**src/common/uart_pkg.sv**
```systemverilog
package uart_pkg;

    ////////////////////
    // data path sizes
    ////////////////////

    localparam int data_w     = 8;
    // small depth so the full case is easy to reach
    localparam int fifo_depth = 4;
    localparam int fifo_aw    = 2;

    ////////////////////
    // serial timing
    ////////////////////

    // clk cycles per 16x oversampling tick
    localparam int clks_per_tick = 4;
    localparam int ticks_per_bit = 16;
    localparam int div_w         = $clog2(clks_per_tick);
    localparam int tick_w        = $clog2(ticks_per_bit);
    localparam int bit_w         = $clog2(data_w);

    ////////////////////
    // register map
    ////////////////////

    localparam int addr_w = 2;
    localparam logic [addr_w-1:0] reg_data   = 2'd0;
    localparam logic [addr_w-1:0] reg_status = 2'd1;
    localparam logic [addr_w-1:0] reg_irq_en = 2'd2;

    // receiver states
    localparam logic [1:0] rx_st_idle  = 2'd0;
    localparam logic [1:0] rx_st_start = 2'd1;
    localparam logic [1:0] rx_st_data  = 2'd2;
    localparam logic [1:0] rx_st_stop  = 2'd3;

    // transmitter states
    localparam logic [1:0] tx_st_idle  = 2'd0;
    localparam logic [1:0] tx_st_start = 2'd1;
    localparam logic [1:0] tx_st_data  = 2'd2;
    localparam logic [1:0] tx_st_stop  = 2'd3;

    // interrupt machine
    localparam logic irq_st_idle = 1'b0;
    localparam logic irq_st_pend = 1'b1;

    // one read word, seen as a data byte or as status
    typedef union packed {
        logic [data_w-1:0] raw;
        struct packed {
            logic [3:0] rsvd;
            logic       rx_overrun;
            logic       tx_empty;
            logic       tx_full;
            logic       rx_avail;
        } status;
    } uart_rdata_u;

endpackage

```
**src/logic/baud_gen.sv**
```systemverilog
`timescale 1ns/1ps

module baud_gen
    import uart_pkg::*;
(
    input  logic clk,
    input  logic rst_n,
    output logic tick
);

    logic [div_w-1:0] div_cnt;

    // free running divider, tick on the wrap cycle
    always_ff @(posedge clk) begin
        if (!rst_n) begin
            div_cnt <= '0;
            tick    <= 1'b0;
        end else if (div_cnt == div_w'(clks_per_tick - 1)) begin
            div_cnt <= '0;
            tick    <= 1'b1;
        end else begin
            div_cnt <= div_cnt + 1'b1;
            tick    <= 1'b0;
        end
    end

endmodule

```
**src/logic/sync_fifo.sv**
```systemverilog
`timescale 1ns/1ps

module sync_fifo
    import uart_pkg::*;
(
    input  logic              clk,
    input  logic              rst_n,
    input  logic              push,
    input  logic [data_w-1:0] push_data,
    input  logic              pop,
    output logic [data_w-1:0] pop_data,
    output logic              full,
    output logic              empty
);

    logic [data_w-1:0] mem [fifo_depth];

    // msb is the wrap bit
    logic [fifo_aw:0] wr_ptr;
    logic [fifo_aw:0] rd_ptr;
    logic             do_push;
    logic             do_pop;

    // same index, different lap -> full
    assign full  = (wr_ptr[fifo_aw] != rd_ptr[fifo_aw]) &&
                   (wr_ptr[fifo_aw-1:0] == rd_ptr[fifo_aw-1:0]);
    assign empty = (wr_ptr == rd_ptr);

    // drop illegal requests
    assign do_push = push && !full;
    assign do_pop  = pop && !empty;

    // head entry, no read latency
    assign pop_data = mem[rd_ptr[fifo_aw-1:0]];

    always_ff @(posedge clk) begin
        if (do_push) begin
            mem[wr_ptr[fifo_aw-1:0]] <= push_data;
        end
    end

    always_ff @(posedge clk) begin
        if (!rst_n) begin
            wr_ptr <= '0;
            rd_ptr <= '0;
        end else begin
            if (do_push) begin
                wr_ptr <= wr_ptr + 1'b1;
            end
            // independent of push, both may happen at once
            if (do_pop) begin
                rd_ptr <= rd_ptr + 1'b1;
            end
        end
    end

endmodule

```
**src/uart/uart_controller.sv**
```systemverilog
`timescale 1ns/1ps

module uart_controller
    import uart_pkg::*;
(
    input  logic              clk,
    input  logic              rst_n,
    input  logic              req_valid,
    input  logic              req_write,
    input  logic [addr_w-1:0] req_addr,
    input  logic [data_w-1:0] req_wdata,
    input  logic              tx_full,
    input  logic              tx_empty,
    input  logic              rx_empty,
    input  logic [data_w-1:0] rx_data,
    input  logic              rx_done,
    output logic              req_ready,
    output logic              rsp_valid,
    output logic [data_w-1:0] rsp_rdata,
    output logic              tx_push,
    output logic [data_w-1:0] tx_data,
    output logic              rx_pop,
    output logic              irq
);

    logic             xfer;
    logic             rd_xfer;
    logic             data_wr;
    logic             rx_accept;
    logic             irq_en;
    logic             overrun;
    logic             irq_state;
    logic [fifo_aw:0] rx_level;
    uart_rdata_u      rd_word;

    ////////////////////
    // request decode
    ////////////////////

    // stall only a data write into a full tx FIFO
    assign req_ready = !(req_valid && req_write && (req_addr == reg_data) && tx_full);
    assign xfer      = req_valid && req_ready;
    assign rd_xfer   = xfer && !req_write;
    assign data_wr   = xfer && req_write && (req_addr == reg_data);

    assign tx_push = data_wr;
    assign tx_data = req_wdata;

    // empty FIFO -> nothing popped
    assign rx_pop = rd_xfer && (req_addr == reg_data) && !rx_empty;

    // mirror of rx FIFO fill, the FIFO refuses a push when full
    assign rx_accept = rx_done && (rx_level != (fifo_aw + 1)'(fifo_depth));

    // read word
    always_comb begin
        rd_word = '0;
        case (req_addr)
            reg_data: begin
                if (!rx_empty) begin
                    rd_word.raw = rx_data;
                end
            end
            reg_status: begin
                rd_word.status.rx_avail   = !rx_empty;
                rd_word.status.tx_full    = tx_full;
                rd_word.status.tx_empty   = tx_empty;
                rd_word.status.rx_overrun = overrun;
            end
            reg_irq_en: rd_word.raw[0] = irq_en;
            default: rd_word = '0;
        endcase
    end

    ////////////////////
    // control state
    ////////////////////

    always_ff @(posedge clk) begin
        if (!rst_n) begin
            rsp_valid <= 1'b0;
            irq_en    <= 1'b0;
            overrun   <= 1'b0;
            rx_level  <= '0;
            irq_state <= irq_st_idle;
            irq       <= 1'b0;
        end else begin
            rsp_valid <= rd_xfer;
            if (xfer && req_write && (req_addr == reg_irq_en)) begin
                irq_en <= req_wdata[0];
            end
            rx_level <= rx_level + rx_accept - rx_pop;
            // status read clears, a new overrun in the same cycle wins
            if (rd_xfer && (req_addr == reg_status)) begin
                overrun <= 1'b0;
            end
            if (rx_done && !rx_accept) begin
                overrun <= 1'b1;
            end
            // one pulse per empty -> non-empty edge
            irq <= 1'b0;
            case (irq_state)
                irq_st_idle: begin
                    if (!rx_empty) begin
                        irq_state <= irq_st_pend;
                        irq       <= irq_en;
                    end
                end
                default: begin
                    if (rx_empty) begin
                        irq_state <= irq_st_idle;
                    end
                end
            endcase
        end
    end

    always_ff @(posedge clk) begin
        if (rd_xfer) begin
            rsp_rdata <= rd_word;
        end
    end

endmodule

```
**src/uart/uart_rx.sv**
```systemverilog
`timescale 1ns/1ps

module uart_rx
    import uart_pkg::*;
(
    input  logic              clk,
    input  logic              rst_n,
    input  logic              tick,
    input  logic              rxd,
    output logic [data_w-1:0] rx_byte,
    output logic              rx_done
);

    // two flop synchronizer plus one stage for edge detect
    logic              rxd_meta;
    logic              rxd_sync;
    logic              rxd_prev;
    logic [1:0]        state;
    logic [tick_w-1:0] tick_cnt;
    logic [bit_w-1:0]  bit_cnt;
    logic [data_w-1:0] shift;
    logic              bit_end;
    logic              sample_bit;

    // 16 ticks into the current bit
    assign bit_end    = tick && (tick_cnt == tick_w'(ticks_per_bit - 1));
    assign sample_bit = (state == rx_st_data) && bit_end;

    assign rx_byte = shift;

    ////////////////////
    // frame FSM
    ////////////////////

    always_ff @(posedge clk) begin
        if (!rst_n) begin
            rxd_meta <= 1'b1;
            rxd_sync <= 1'b1;
            rxd_prev <= 1'b1;
            state    <= rx_st_idle;
            tick_cnt <= '0;
            bit_cnt  <= '0;
            rx_done  <= 1'b0;
        end else begin
            rxd_meta <= rxd;
            rxd_sync <= rxd_meta;
            rxd_prev <= rxd_sync;
            rx_done  <= 1'b0;
            case (state)
                rx_st_idle: begin
                    // falling edge on the line
                    if (rxd_prev && !rxd_sync) begin
                        state    <= rx_st_start;
                        tick_cnt <= '0;
                    end
                end
                rx_st_start: begin
                    if (tick) begin
                        if (tick_cnt == tick_w'(ticks_per_bit / 2 - 1)) begin
                            // still low mid bit -> real start bit
                            state    <= rxd_sync ? rx_st_idle : rx_st_data;
                            tick_cnt <= '0;
                            bit_cnt  <= '0;
                        end else begin
                            tick_cnt <= tick_cnt + 1'b1;
                        end
                    end
                end
                rx_st_data: begin
                    if (bit_end) begin
                        tick_cnt <= '0;
                        if (bit_cnt == bit_w'(data_w - 1)) begin
                            state <= rx_st_stop;
                        end else begin
                            bit_cnt <= bit_cnt + 1'b1;
                        end
                    end else if (tick) begin
                        tick_cnt <= tick_cnt + 1'b1;
                    end
                end
                default: begin
                    // low stop bit is a framing error, byte dropped
                    if (bit_end) begin
                        state   <= rx_st_idle;
                        rx_done <= rxd_sync;
                    end else if (tick) begin
                        tick_cnt <= tick_cnt + 1'b1;
                    end
                end
            endcase
        end
    end

    // lsb first, so shift in from the top
    always_ff @(posedge clk) begin
        if (sample_bit) begin
            shift <= {rxd_sync, shift[data_w-1:1]};
        end
    end

endmodule

```
**src/uart/uart_top.sv**
```systemverilog
`timescale 1ns/1ps

module uart_top
    import uart_pkg::*;
(
    input  logic              clk,
    input  logic              rst_n,
    input  logic              req_valid,
    input  logic              req_write,
    input  logic [addr_w-1:0] req_addr,
    input  logic [data_w-1:0] req_wdata,
    input  logic              rxd,
    output logic              req_ready,
    output logic              rsp_valid,
    output logic [data_w-1:0] rsp_rdata,
    output logic              txd,
    output logic              irq
);

    logic              tick;
    logic              tx_push;
    logic [data_w-1:0] tx_data;
    logic              tx_pop;
    logic [data_w-1:0] tx_head;
    logic              tx_full;
    logic              tx_empty;
    logic [data_w-1:0] rx_byte;
    logic              rx_done;
    logic              rx_pop;
    logic [data_w-1:0] rx_head;
    logic              rx_empty;

    ////////////////////
    // shared time base
    ////////////////////

    baud_gen u_baud_gen (
        .clk   (clk),
        .rst_n (rst_n),
        .tick  (tick)
    );

    // core -> line
    sync_fifo tx_fifo (
        .clk       (clk),
        .rst_n     (rst_n),
        .push      (tx_push),
        .push_data (tx_data),
        .pop       (tx_pop),
        .pop_data  (tx_head),
        .full      (tx_full),
        .empty     (tx_empty)
    );

    // line -> core, full tracked inside the controller
    sync_fifo rx_fifo (
        .clk       (clk),
        .rst_n     (rst_n),
        .push      (rx_done),
        .push_data (rx_byte),
        .pop       (rx_pop),
        .pop_data  (rx_head),
        .full      (),
        .empty     (rx_empty)
    );

    uart_rx u_rx (
        .clk     (clk),
        .rst_n   (rst_n),
        .tick    (tick),
        .rxd     (rxd),
        .rx_byte (rx_byte),
        .rx_done (rx_done)
    );

    uart_tx u_tx (
        .clk        (clk),
        .rst_n      (rst_n),
        .tick       (tick),
        .fifo_empty (tx_empty),
        .fifo_data  (tx_head),
        .fifo_pop   (tx_pop),
        .txd        (txd)
    );

    uart_controller u_ctrl (
        .clk       (clk),
        .rst_n     (rst_n),
        .req_valid (req_valid),
        .req_write (req_write),
        .req_addr  (req_addr),
        .req_wdata (req_wdata),
        .tx_full   (tx_full),
        .tx_empty  (tx_empty),
        .rx_empty  (rx_empty),
        .rx_data   (rx_head),
        .rx_done   (rx_done),
        .req_ready (req_ready),
        .rsp_valid (rsp_valid),
        .rsp_rdata (rsp_rdata),
        .tx_push   (tx_push),
        .tx_data   (tx_data),
        .rx_pop    (rx_pop),
        .irq       (irq)
    );

endmodule

```
**src/uart/uart_tx.sv**
```systemverilog
`timescale 1ns/1ps

module uart_tx
    import uart_pkg::*;
(
    input  logic              clk,
    input  logic              rst_n,
    input  logic              tick,
    input  logic              fifo_empty,
    input  logic [data_w-1:0] fifo_data,
    output logic              fifo_pop,
    output logic              txd
);

    logic [1:0]        state;
    logic [tick_w-1:0] tick_cnt;
    logic [bit_w-1:0]  bit_cnt;
    logic [data_w-1:0] shift;
    logic              bit_end;
    logic              shift_adv;

    assign bit_end = tick && (tick_cnt == tick_w'(ticks_per_bit - 1));

    // take the head byte whenever idle
    assign fifo_pop = (state == tx_st_idle) && !fifo_empty;

    // next data bit goes out at end of start bit and of bits 0..6
    assign shift_adv = bit_end && ((state == tx_st_start) ||
                       ((state == tx_st_data) && (bit_cnt != bit_w'(data_w - 1))));

    always_ff @(posedge clk) begin
        if (!rst_n) begin
            state    <= tx_st_idle;
            tick_cnt <= '0;
            bit_cnt  <= '0;
            txd      <= 1'b1;
        end else begin
            if (bit_end) begin
                tick_cnt <= '0;
            end else if (tick) begin
                tick_cnt <= tick_cnt + 1'b1;
            end
            if (shift_adv) begin
                txd <= shift[0];
            end
            case (state)
                tx_st_idle: begin
                    if (fifo_pop) begin
                        // start bit begins now
                        state    <= tx_st_start;
                        tick_cnt <= '0;
                        txd      <= 1'b0;
                    end
                end
                tx_st_start: begin
                    if (bit_end) begin
                        state   <= tx_st_data;
                        bit_cnt <= '0;
                    end
                end
                tx_st_data: begin
                    if (bit_end) begin
                        if (bit_cnt == bit_w'(data_w - 1)) begin
                            state <= tx_st_stop;
                            txd   <= 1'b1;
                        end else begin
                            bit_cnt <= bit_cnt + 1'b1;
                        end
                    end
                end
                default: begin
                    // back to idle, next pop follows at once
                    if (bit_end) begin
                        state <= tx_st_idle;
                    end
                end
            endcase
        end
    end

    // load on pop, lsb leaves first
    always_ff @(posedge clk) begin
        if (fifo_pop) begin
            shift <= fifo_data;
        end else if (shift_adv) begin
            shift <= shift >> 1;
        end
    end

endmodule
```
**config.mk**
```make
export PLATFORM = sky130hd
export DESIGN_NAME = uart_top
export DESIGN_NICKNAME = d
export VERILOG_FILES = /design/src/common/uart_pkg.sv /design/src/logic/baud_gen.sv /design/src/logic/sync_fifo.sv /design/src/uart/uart_controller.sv /design/src/uart/uart_rx.sv /design/src/uart/uart_top.sv /design/src/uart/uart_tx.sv
export SDC_FILE = /design/constraint.sdc
export NUM_CORES = 1
export LEC_CHECK = 0
export BUFFER_PORTS_ARGS = -buffer_cell sky130_fd_sc_hd__clkbuf_2
export CAP_MARGIN = 15
export CORE_ASPECT_RATIO = 1.25
export CORE_MARGIN = 8
export CORE_UTILIZATION = 30
export DETAILED_ROUTE_END_ITERATION = 12
export RECOVER_POWER = 25
export SKIP_LAST_GASP = 1
export SYNTH_ARGS = -nofsm -noshare
export SYNTH_HDL_FRONTEND = slang
export SYNTH_SLANG_ARGS = --single-unit
```
**constraint.sdc**
```tcl
create_clock -name clk -period 4.4 [get_ports clk]
set_input_delay 0.44 -clock clk [delete_from_list [all_inputs] [get_ports clk]]
set_output_delay 0.44 -clock clk [all_outputs]
set_load 0.05 [all_outputs]
```
==> metrics.csv, run 1 <==
metric,value,unit
fin_setup_tns,0,ps
ys_types,69,
worstMarginPinSlew,1040,ps
max_cap_violations,0,
min_path_type,in2reg,
p_per_area,459,nW/µm²
vdd_drop_max,288,µV
worst_path_max_delay_cell,o311ai_2,
slew_headroom,29.8,%
grt_pass1_vias,3563,
drt_pre_antenna_iters,4,
critPathKind,reg2reg,
fin_crit,2570,ps
grt_antenna_before_repair,0,
post-route-util,35.3,%
ant_nets,0,
cts_sinks,138,
diodes,0,
critical_path_buf_inv_count,2,
drv_slew,0,
grt_max_degree,25,
place_congestion,0.739,
final_area,6820,µm²
grt_pass1_wl,18.3,mm
crit_path_end_kind,flip-flop,
dieHeight,172,µm
n_fill_cell,1859,
hold_violations,0,
cts_tree,built,
portBuffers,26,
cp_cell_sequence,xor2_1 > o311ai_2 > inv_1 > ha_1 > inv_1 > ha_1 > fa_1 > xnor2_1 > xnor2_1 > nor2_1,
grt_usage,9.79,%
ctsResizeCount,0,
die_w,141,µm
rsz0062_at_grt,no,
dieArea,24300,µm²
post_cts_buffers,0,
final_cell_mix,"88 x edfxtp_1, 50 x dfxtp_1, 31 x nor2_1, 22 x nand2_1, 22 x ha_1",
ys_seq_elements,138,
critPathArrivalTime,2860,ps
syn_nets,460,
cp_top_family,adder cells,
skew,7.78,ps
cts-root-buf,clkbuf_16,
start_util,30.4,%
multi_input_area,2060,µm²
yosys_warnings,0,
placedCellCount,699,
clkLatencyLatePin,410,ps
syn-instance-count,422,
outcome,finished clean,
required,4700,ps
cts_max_path_buffers,2,
p_leak,0.00236,µW
critPathLaunchType,flip-flop,
setup_viol,0,
synth_area_per_cell,13.9,µm²
detail_route.vias_per_cell,4.63,
cts_buffers,17,
ios,27,
hold_slack,207,ps
seq_area_frac_synth,62.1,%
period_share,58.3,%
syn-cell-area,5870,µm²
wl_per_cell,15.0,µm
clk_pin_slew,60,ps
syn_to_final_growth,16.2,%
route.vias.total,3382,
core,19300,µm²
nets,491,
synth_async_sr_flop_share,0,%
slowest_delay,540,ps
finalNonFillerCells,730,
rows,57,
place_area,6270,µm²
ctsHoldBuffers,0,
hpwl,7.57,mm
cp_max_fo,6,
routed_wl,11.0,mm
drcViolationCount,0,
grt.overflow.total,0,
first_iter_violations,190,
drive_above_1_share,18.5,%
synth-main-ff-cell,edfxtp_1,
synth-edff-count,88,
final_common_cell,edfxtp_1,
fmax,390,MHz
htreeDepth,4,
regArea,3640,µm²
==> Yosys cell counts (5+ instances only) <==
library cell,n,area share (%)
nand2_1,22,1.4
mux4_2,16,6.1
dfxtp_1,50,17
buf_2,5,0.43
and2_1,14,1.5
nor2_1,31,2.0
ha_1,22,4.7
xor2_1,6,0.90
a21oi_1,15,1.3
nor3_1,6,0.51
clkbuf_1,6,0.38
edfxtp_1,88,45
xnor2_1,8,1.2
o21ai_0,10,0.85
nand2b_1,6,0.64
nor2b_1,7,0.75
mux2i_1,9,1.5
mux2_2,5,0.96
inv_1,18,1.2
==> power by group <==
part	internal, µW	leakage (µW)	switching, µW
Clock	785	0.000263	556
Sequential	1430	0.00120	43.5
Combinational	139	0.000896	176
Total	2360	0.00236	775
==> layer usage <==
layer	part of all wire, %	global-route usage [%]
met1	44	10.9
met2	51	17.0
met3	2.8	2.54
met4	2.1	5.38
met5	0	0
==> worst paths after layout <==
kind / cells past startpoint / endpoint / from / slack [ps]
setup / recovery: 10 / u_ctrl.rx_level[2] / rx_fifo.wr_ptr[1] / 1830
hold / removal: 2 / u_rx.rxd_meta / rxd / 210
setup reg to reg: 10 / u_ctrl.rx_level[2] / rx_fifo.wr_ptr[1] / 1830
hold reg to reg: 1 / u_rx.rxd_sync / u_rx.rxd_meta / 420
==> through the flow <==
step           worst slack (ps)  total power [µW]
3_3_place_gp               1950              1810
3_5_place_dp               1850              1830
2_1_floorplan              1860              1750
5_1_grt                    1640              3260
4_1_cts                    1850              3180
6_report                   1830              3130
==> cell type report <==
class / instances / share of cell area [%]
clock buffer: 17 / 6.24
clock inverter: 14 / 2.00
inverter: 19 / 1.05
multi-input combinational: 247 / 30.2
sequential: 138 / 53.4
tap: 265 / 4.86
timing repair buffer: 30 / 2.20
==> logic make-up after synthesis <==
group           share of synthesized area, %
compound gates                          7.74
xor+xnor                                2.92
fa+ha+maj                               5.03
buf+inv                                 2.81
flops                                   62.1
mux                                     9.02
simple gates                            10.4
==> state kept, by name, indices dropped and copies added, names as in the netlist, 2 cells and up, named ones only <==
name and count:
rx_fifo.mem 32, tx_fifo.mem 32, u_ctrl.rsp_rdata 8, u_rx.rx_byte 8, u_tx.shift 8, u_rx.tick_cnt 4
u_tx.tick_cnt 4, rx_fifo.rd_ptr 3, rx_fifo.wr_ptr 3, tx_fifo.rd_ptr 3, tx_fifo.wr_ptr 3, u_ctrl.rx_level 3
u_rx.bit_cnt 3, u_tx.bit_cnt 3, u_baud_gen.div_cnt 2, u_rx.state 2, u_tx.state 2
(Power assumes the default switching activity.)
==> run 2: changes to the inputs <==
==> constraint.sdc (replaced) <==
create_clock -name clk -period 2.36 [get_ports clk]
set_input_delay 0.236 -clock clk [delete_from_list [all_inputs] [get_ports clk]]
set_output_delay 0.236 -clock clk [all_outputs]
set_load 0.05 [all_outputs]
==> run 2 against run 1 <==
Against the previous run: hold slack worse by 190 ps; worst setup slack worse by 1700 ps; combinational power up 97%; cell area up 2.3%; cell count up 2.2%; die area unchanged; critical path type unchanged; largest power group unchanged; highest routed layer unchanged.
==> metrics.csv, run 2 (synthesized netlist as in run 1, its figures left out) <==
metric,value,unit,change
start_util,30.4,%,unchanged
required,2660,ps,was 4700 ps
clkLatencyLatePin,410,ps,about the same
cts-root-buf,clkbuf_16,,unchanged
setup_viol,0,,unchanged
cts_tree,built,,unchanged
rows,57,,unchanged
diodes,0,,unchanged
route.vias.total,3434,,was 3382
first_iter_violations,184,,was 190
final_area,6970,µm²,was 6820 µm²
slew_headroom,22.3,%,was 29.8%
critPathLaunchType,flip-flop,,unchanged
seq_power_share,45.4,%,was 47.2%
grt_max_degree,23,,was 25
worstReg2RegEnd,u_ctrl.rx_level[2],,unchanged
cts_buffers,17,,unchanged
p_per_area,868,nW/µm²,was 459 nW/µm²
routed_wl,11.2,mm,was 11.0 mm
post_cts_buffers,0,,unchanged
dieArea,24300,µm²,unchanged
p_leak,0.00246,µW,was 0.00236 µW
min_to,u_rx.rxd_meta,,unchanged
final_common_cell,edfxtp_1,,unchanged
critPathKind,reg2reg,,unchanged
fmax,455,MHz,was 390 MHz
skew,9.33,ps,was 7.78 ps
drive_above_1_share,21.2,%,was 18.5%
r2r_cells,10,,unchanged
max_cap_violations,0,,unchanged
p_sw_share,23.7,%,was 24.7%
htreeDepth,4,,unchanged
grt_pass1_wl,18.1,mm,was 18.3 mm
critPathArrivalTime,2500,ps,was 2860 ps
portBuffers,26,,unchanged
place_area,6380,µm²,was 6270 µm²
cp_max_fo,4,,was 6
hp-start,rxd,,unchanged
whs_path_depth,2,,unchanged
wl_per_cell,15.0,µm,about the same
drcViolationCount,0,,unchanged
p_sw,1430,µW,was 775 µW
core,19300,µm²,unchanged
p_clk_share,44.3,%,was 42.8%
rsz0062_at_grt,no,,unchanged
dieHeight,172,µm,unchanged
outcome,finished clean,,unchanged
drv_slew,0,,unchanged
internal_power,4620,µW,was 2360 µW
period_share,93.1,%,was 58.3%
ant_nets,0,,unchanged
comb_power_share,10.3,%,was 10.0%
place_congestion,0.737,,was 0.739
fin_setup_tns,0,ps,unchanged
clk_pin_slew,60,ps,about the same
hpwl,7.77,mm,was 7.57 mm
die_w,141,µm,unchanged
grt_usage,9.70,%,was 9.79%
grt.overflow.total,0,,unchanged
grt_pass1_vias,3552,,was 3563
cts_sinks,138,,unchanged
grt_antenna_before_repair,0,,unchanged
vdd_drop_max,441,µV,was 288 µV
crit_path_end_kind,flip-flop,,unchanged
cts_max_path_buffers,2,,unchanged
syn_to_final_growth,18.8,%,was 16.2%
hold_violations,0,,unchanged
fin_crit,2200,ps,was 2570 ps
nets,506,,was 491
ios,27,,unchanged
r2r_start,rx_fifo.rd_ptr[2],,was rx_fifo.wr_ptr[1]
detail_route.vias_per_cell,4.60,,was 4.63
worstMarginPinSlew,1160,ps,was 1040 ps
r2r_slack,160,ps,was 1830 ps
min_path_type,in2reg,,unchanged
final_cell_mix,"88 x edfxtp_1, 50 x dfxtp_1, 31 x nor2_1, 22 x nand2_1, 22 x ha_1",,unchanged
drt_pre_antenna_iters,4,,unchanged
run 2: changes by cell type in the layout (fill, tap and decap cells not counted), sizes merged:
cell	previous run	this run
clkbuf	43	46
buf	4	17
bufinv	1	3
inv	25	21
clkinv	3	5
run 2: power groups by stage:
| stage | sequential [µW] | clock, µW | combinational [µW] |
|---|---|---|---|
| floorplan | 2800 | 0 | 455 |
| global placement | 2800 | 0 | 611 |
| detailed placement | 2800 | 0 | 636 |
| CTS | 2750 | 2730 | 639 |
| global route | 2770 | 2830 | 684 |
| finish | 2750 | 2680 | 622 |
run 2: worst max-delay path by stage:
stage                 startpoint            endpoint  cells after the start
3_3_place_gp   rx_fifo.rd_ptr[0]  u_ctrl.rx_level[2]                     10
6_report       rx_fifo.rd_ptr[2]  u_ctrl.rx_level[2]                     10
3_5_place_dp   rx_fifo.rd_ptr[0]  u_ctrl.rx_level[2]                     10
4_1_cts        rx_fifo.rd_ptr[0]  u_ctrl.rx_level[2]                     10
2_1_floorplan          req_valid  u_ctrl.rx_level[2]                     10
5_1_grt        rx_fifo.rd_ptr[2]  u_ctrl.rx_level[2]                     10
run 2: worst max-delay path: stages (launching register included):
cell and delay [ps]:
dfxtp_1 340, xor2_1 190, o311ai_2 300, inv_1 80
ha_1 280, inv_1 40, ha_1 180, fa_2 350
xnor2_2 140, xnor2_1 140, nor2_1 50
run 2: timing repair:
action	in CTS	in global routing
resized for setup	0	2
hold buffers	0	0
endpoints found under the setup margin	0	1
run 2: per-stage QoR:
stage	util [%]	power, µW	worst slack, ps	cells	hold slack, ps
2_1_floorplan	-	3260	20.7	422	309
3_3_place_gp	33.0	3410	172	714	404
3_5_place_dp	33.0	3440	106	714	401
4_1_cts	36.1	6120	85.3	746	20.2
5_1_grt	36.1	6280	27.7	746	39.7
6_report	36.1	6050	162	746	21.0
run 2: cell type report:
type	count	area (µm²)
fill	1847	12400
sequential	138	3640
multi-input combinational	247	2070
clock buffer	18	429
tap	265	332
timing repair buffer	45	255
clock inverter	14	171
inverter	19	71.3
run 2: per-layer routing:
metal | vias to the layer above | track usage (%) | share of wire, %
li1 | 1655 | - | -
met1 | 1703 | 10.8 | 44
met2 | 65 | 17.1 | 51
met3 | 11 | 2.54 | 3.1
met4 | 0 | 4.54 | 1.8
met5 | - | 0 | 0
==> run 3: changes to the inputs <==
--- a/config.mk
+++ b/config.mk
@@ -9,8 +9,9 @@
 export CAP_MARGIN = 15
 export CORE_ASPECT_RATIO = 1.25
 export CORE_MARGIN = 8
-export CORE_UTILIZATION = 30
+export CORE_UTILIZATION = 55
 export DETAILED_ROUTE_END_ITERATION = 12
+export PLACE_DENSITY = 0.75
 export RECOVER_POWER = 25
 export SKIP_LAST_GASP = 1
 export SYNTH_ARGS = -nofsm -noshare
==> run 3 against run 2 <==
Against the previous run: count of clock-buffer cells in the layout grew 1; global-route usage grew 6.1 points; die area shrank 41%; via count shrank 1.0%; clock skew is essentially flat; cell area shrank 2.4%; power grew 1.1%; wire length shrank 6.5%; combinational power shrank 3.7%; hold slack gained 67 ps; non-clock buffer count shrank 4; register-to-register slack lost 70 ps.
==> metrics.csv, run 3 (synthesized netlist as in run 1, its figures left out) <==
metric,value,unit,change
critPathKind,reg2reg,,unchanged
cts_max_path_buffers,2,,unchanged
max_cap_violations,0,,unchanged
critPathLaunchType,flip-flop,,unchanged
rows,42,,was 57
placedCellCount,576,,was 714
drive_above_1_share,21.0,%,was 21.2%
p_per_area,899,nW/µm²,was 868 nW/µm²
ios,27,,unchanged
nets,502,,was 506
r2r_start,rx_fifo.wr_ptr[2],,was rx_fifo.rd_ptr[2]
r2r_slack,90,ps,was 160 ps
clkLatencyLatePin,420,ps,was 410 ps
routed_wl,10.5,mm,was 11.2 mm
core,10500,µm²,was 19300 µm²
grt_pass1_vias,3453,,was 3552
slew_headroom,51.7,%,was 22.3%
final_cell_mix,"88 x edfxtp_1, 48 x dfxtp_1, 31 x nor2_1, 22 x nand2_1, 22 x ha_1",,"was 88 x edfxtp_1, 50 x dfxtp_1, 31 x nor2_1, 22 x nand2_1, 22 x ha_1"
fmax,441,MHz,was 455 MHz
final_common_cell,edfxtp_1,,unchanged
comb_power_share,9.8,%,was 10.3%
worstMarginPinSlew,719,ps,was 1160 ps
r2r_cells,10,,unchanged
htreeDepth,4,,unchanged
start_util,55.9,%,was 30.4%
place_congestion,0.799,,was 0.737
route.vias.total,3398,,was 3434
detail_route.vias_per_cell,5.58,,was 4.60
outcome,finished clean,,unchanged
place_area,6180,µm²,was 6380 µm²
setup_viol,0,,unchanged
diodes,0,,unchanged
grt_pass1_wl,17.2,mm,was 18.1 mm
die_w,108,µm,was 141 µm
clk_pin_slew,60,ps,about the same
p_sw,1450,µW,was 1430 µW
cts_tree,built,,unchanged
grt_usage,15.8,%,was 9.70%
required,2670,ps,was 2660 ps
startpoint,rx_fifo.wr_ptr[2],,was rx_fifo.rd_ptr[2]
rsz0062_at_grt,yes,,was no
skew,8.97,ps,was 9.33 ps
critPathArrivalTime,2580,ps,was 2500 ps
hpwl,7.15,mm,was 7.77 mm
cts-root-buf,clkbuf_16,,unchanged
vdd_drop_max,579,µV,was 441 µV
first_iter_violations,150,,was 184
period_share,96.0,%,was 93.1%
final_area,6810,µm²,was 6970 µm²
crit_path_end,u_ctrl.rx_level[2],,unchanged
internal_power,4660,µW,was 4620 µW
drv_slew,0,,unchanged
cp_max_fo,4,,unchanged
seq_power_share,44.9,%,was 45.4%
syn_to_final_growth,16.0,%,was 18.8%
finalNonFillerCells,609,,was 746
hold_violations,0,,unchanged
grt_antenna_before_repair,0,,unchanged
grt_max_degree,23,,unchanged
cts_buffers,17,,unchanged
n_fill_cell,745,,was 1847
min_path_type,in2reg,,unchanged
cts_sinks,138,,unchanged
dieArea,14300,µm²,was 24300 µm²
post_cts_buffers,0,,unchanged
fin_crit,2270,ps,was 2200 ps
crit_path_end_kind,flip-flop,,unchanged
grt.overflow.total,0,,unchanged
dieHeight,132,µm,was 172 µm
drcViolationCount,0,,unchanged
wl_per_cell,17.2,µm,was 15.0 µm
worstReg2RegEnd,u_ctrl.rx_level[2],,unchanged
p_sw_share,23.8,%,was 23.7%
p_leak,0.00246,µW,about the same
drt_pre_antenna_iters,4,,unchanged
ant_nets,0,,unchanged
p_clk_share,45.3,%,was 44.3%
portBuffers,26,,unchanged
-- run 3: changes by cell type in the layout (fill, tap and decap cells not counted), moves of 2 or more --
cell and delta:
clkinv_2 -2, inv_6 +4, dfxtp_1 -2, buf_4 -4, dfxtp_2 +2, clkinvlp_4 -3
-- run 3: how the worst min path moves through the flow --
stage	from	to	slack (ps)	cells past startpoint
finish	req_wdata[4]	tx_fifo.mem[0][4]	90	1
global route	req_wdata[3]	tx_fifo.mem[0][3]	80	1
floorplan	rst_n	u_rx.rxd_meta	310	1
detailed placement	u_rx.rxd_meta	u_rx.rxd_sync	400	1
CTS	req_wdata[3]	tx_fifo.mem[0][3]	20	1
global placement	u_rx.rxd_meta	u_rx.rxd_sync	400	1
-- run 3: what timing repair did --
action / CTS / global route
endpoints found under the setup margin: 0 / 1
hold buffers: 1 / 0
hold endpoints to repair: 1 / 0
gates resized for setup: 0 / 4
-- run 3: power groups by stage --
stage | sequential [µW] | clock [µW] | combinational, µW
2_1_floorplan | 2800 | 0 | 455
3_3_place_gp | 2800 | 0 | 587
3_5_place_dp | 2800 | 0 | 607
4_1_cts | 2750 | 2810 | 611
5_1_grt | 2760 | 2910 | 657
6_report | 2750 | 2770 | 599
-- run 3: through the flow --
step	util (%)	setup WS [ps]	hold slack [ps]	setup TNS (ps)	power, µW
finish	64.8	93.4	88.4	0	6120
floorplan	-	20.7	309	0	3260
detailed placement	58.8	119	396	0	3410
global placement	58.8	180	400	0	3390
CTS	64.8	89.9	23.3	0	6180
global route	64.8	-24.4	79.4	-24.4	6340
-- run 3: routing by layer --
layer,up-vias,part of all wire [%],routed length [µm],global-route usage [%]
met5,-,0,0,0
met4,0,2.4,256,8.16
met3,18,4.5,472,4.89
met2,67,53,5520,26.5
met1,1668,40,4230,17.4
li1,1645,-,-,-
-- run 3: final cells by class --
class	count	area (µm²)	share of cell area [%]
sequential	138	3650	53.5
tap	132	165	2.43
timing repair buffer	41	231	3.40
inverter	19	71.3	1.05
clock inverter	13	180	2.65
clock buffer	19	443	6.50
multi-input combinational	247	2070	30.4
-- run 3: worst max-delay path, stage by stage, from the launching register on --
cell	delay (ps)
dfxtp_2	350
xor2_1	170
o311ai_2	310
inv_1	80
ha_1	280
inv_1	40
ha_1	190
fa_2	360
xnor2_2	180
xnor2_1	140
nor2_1	70
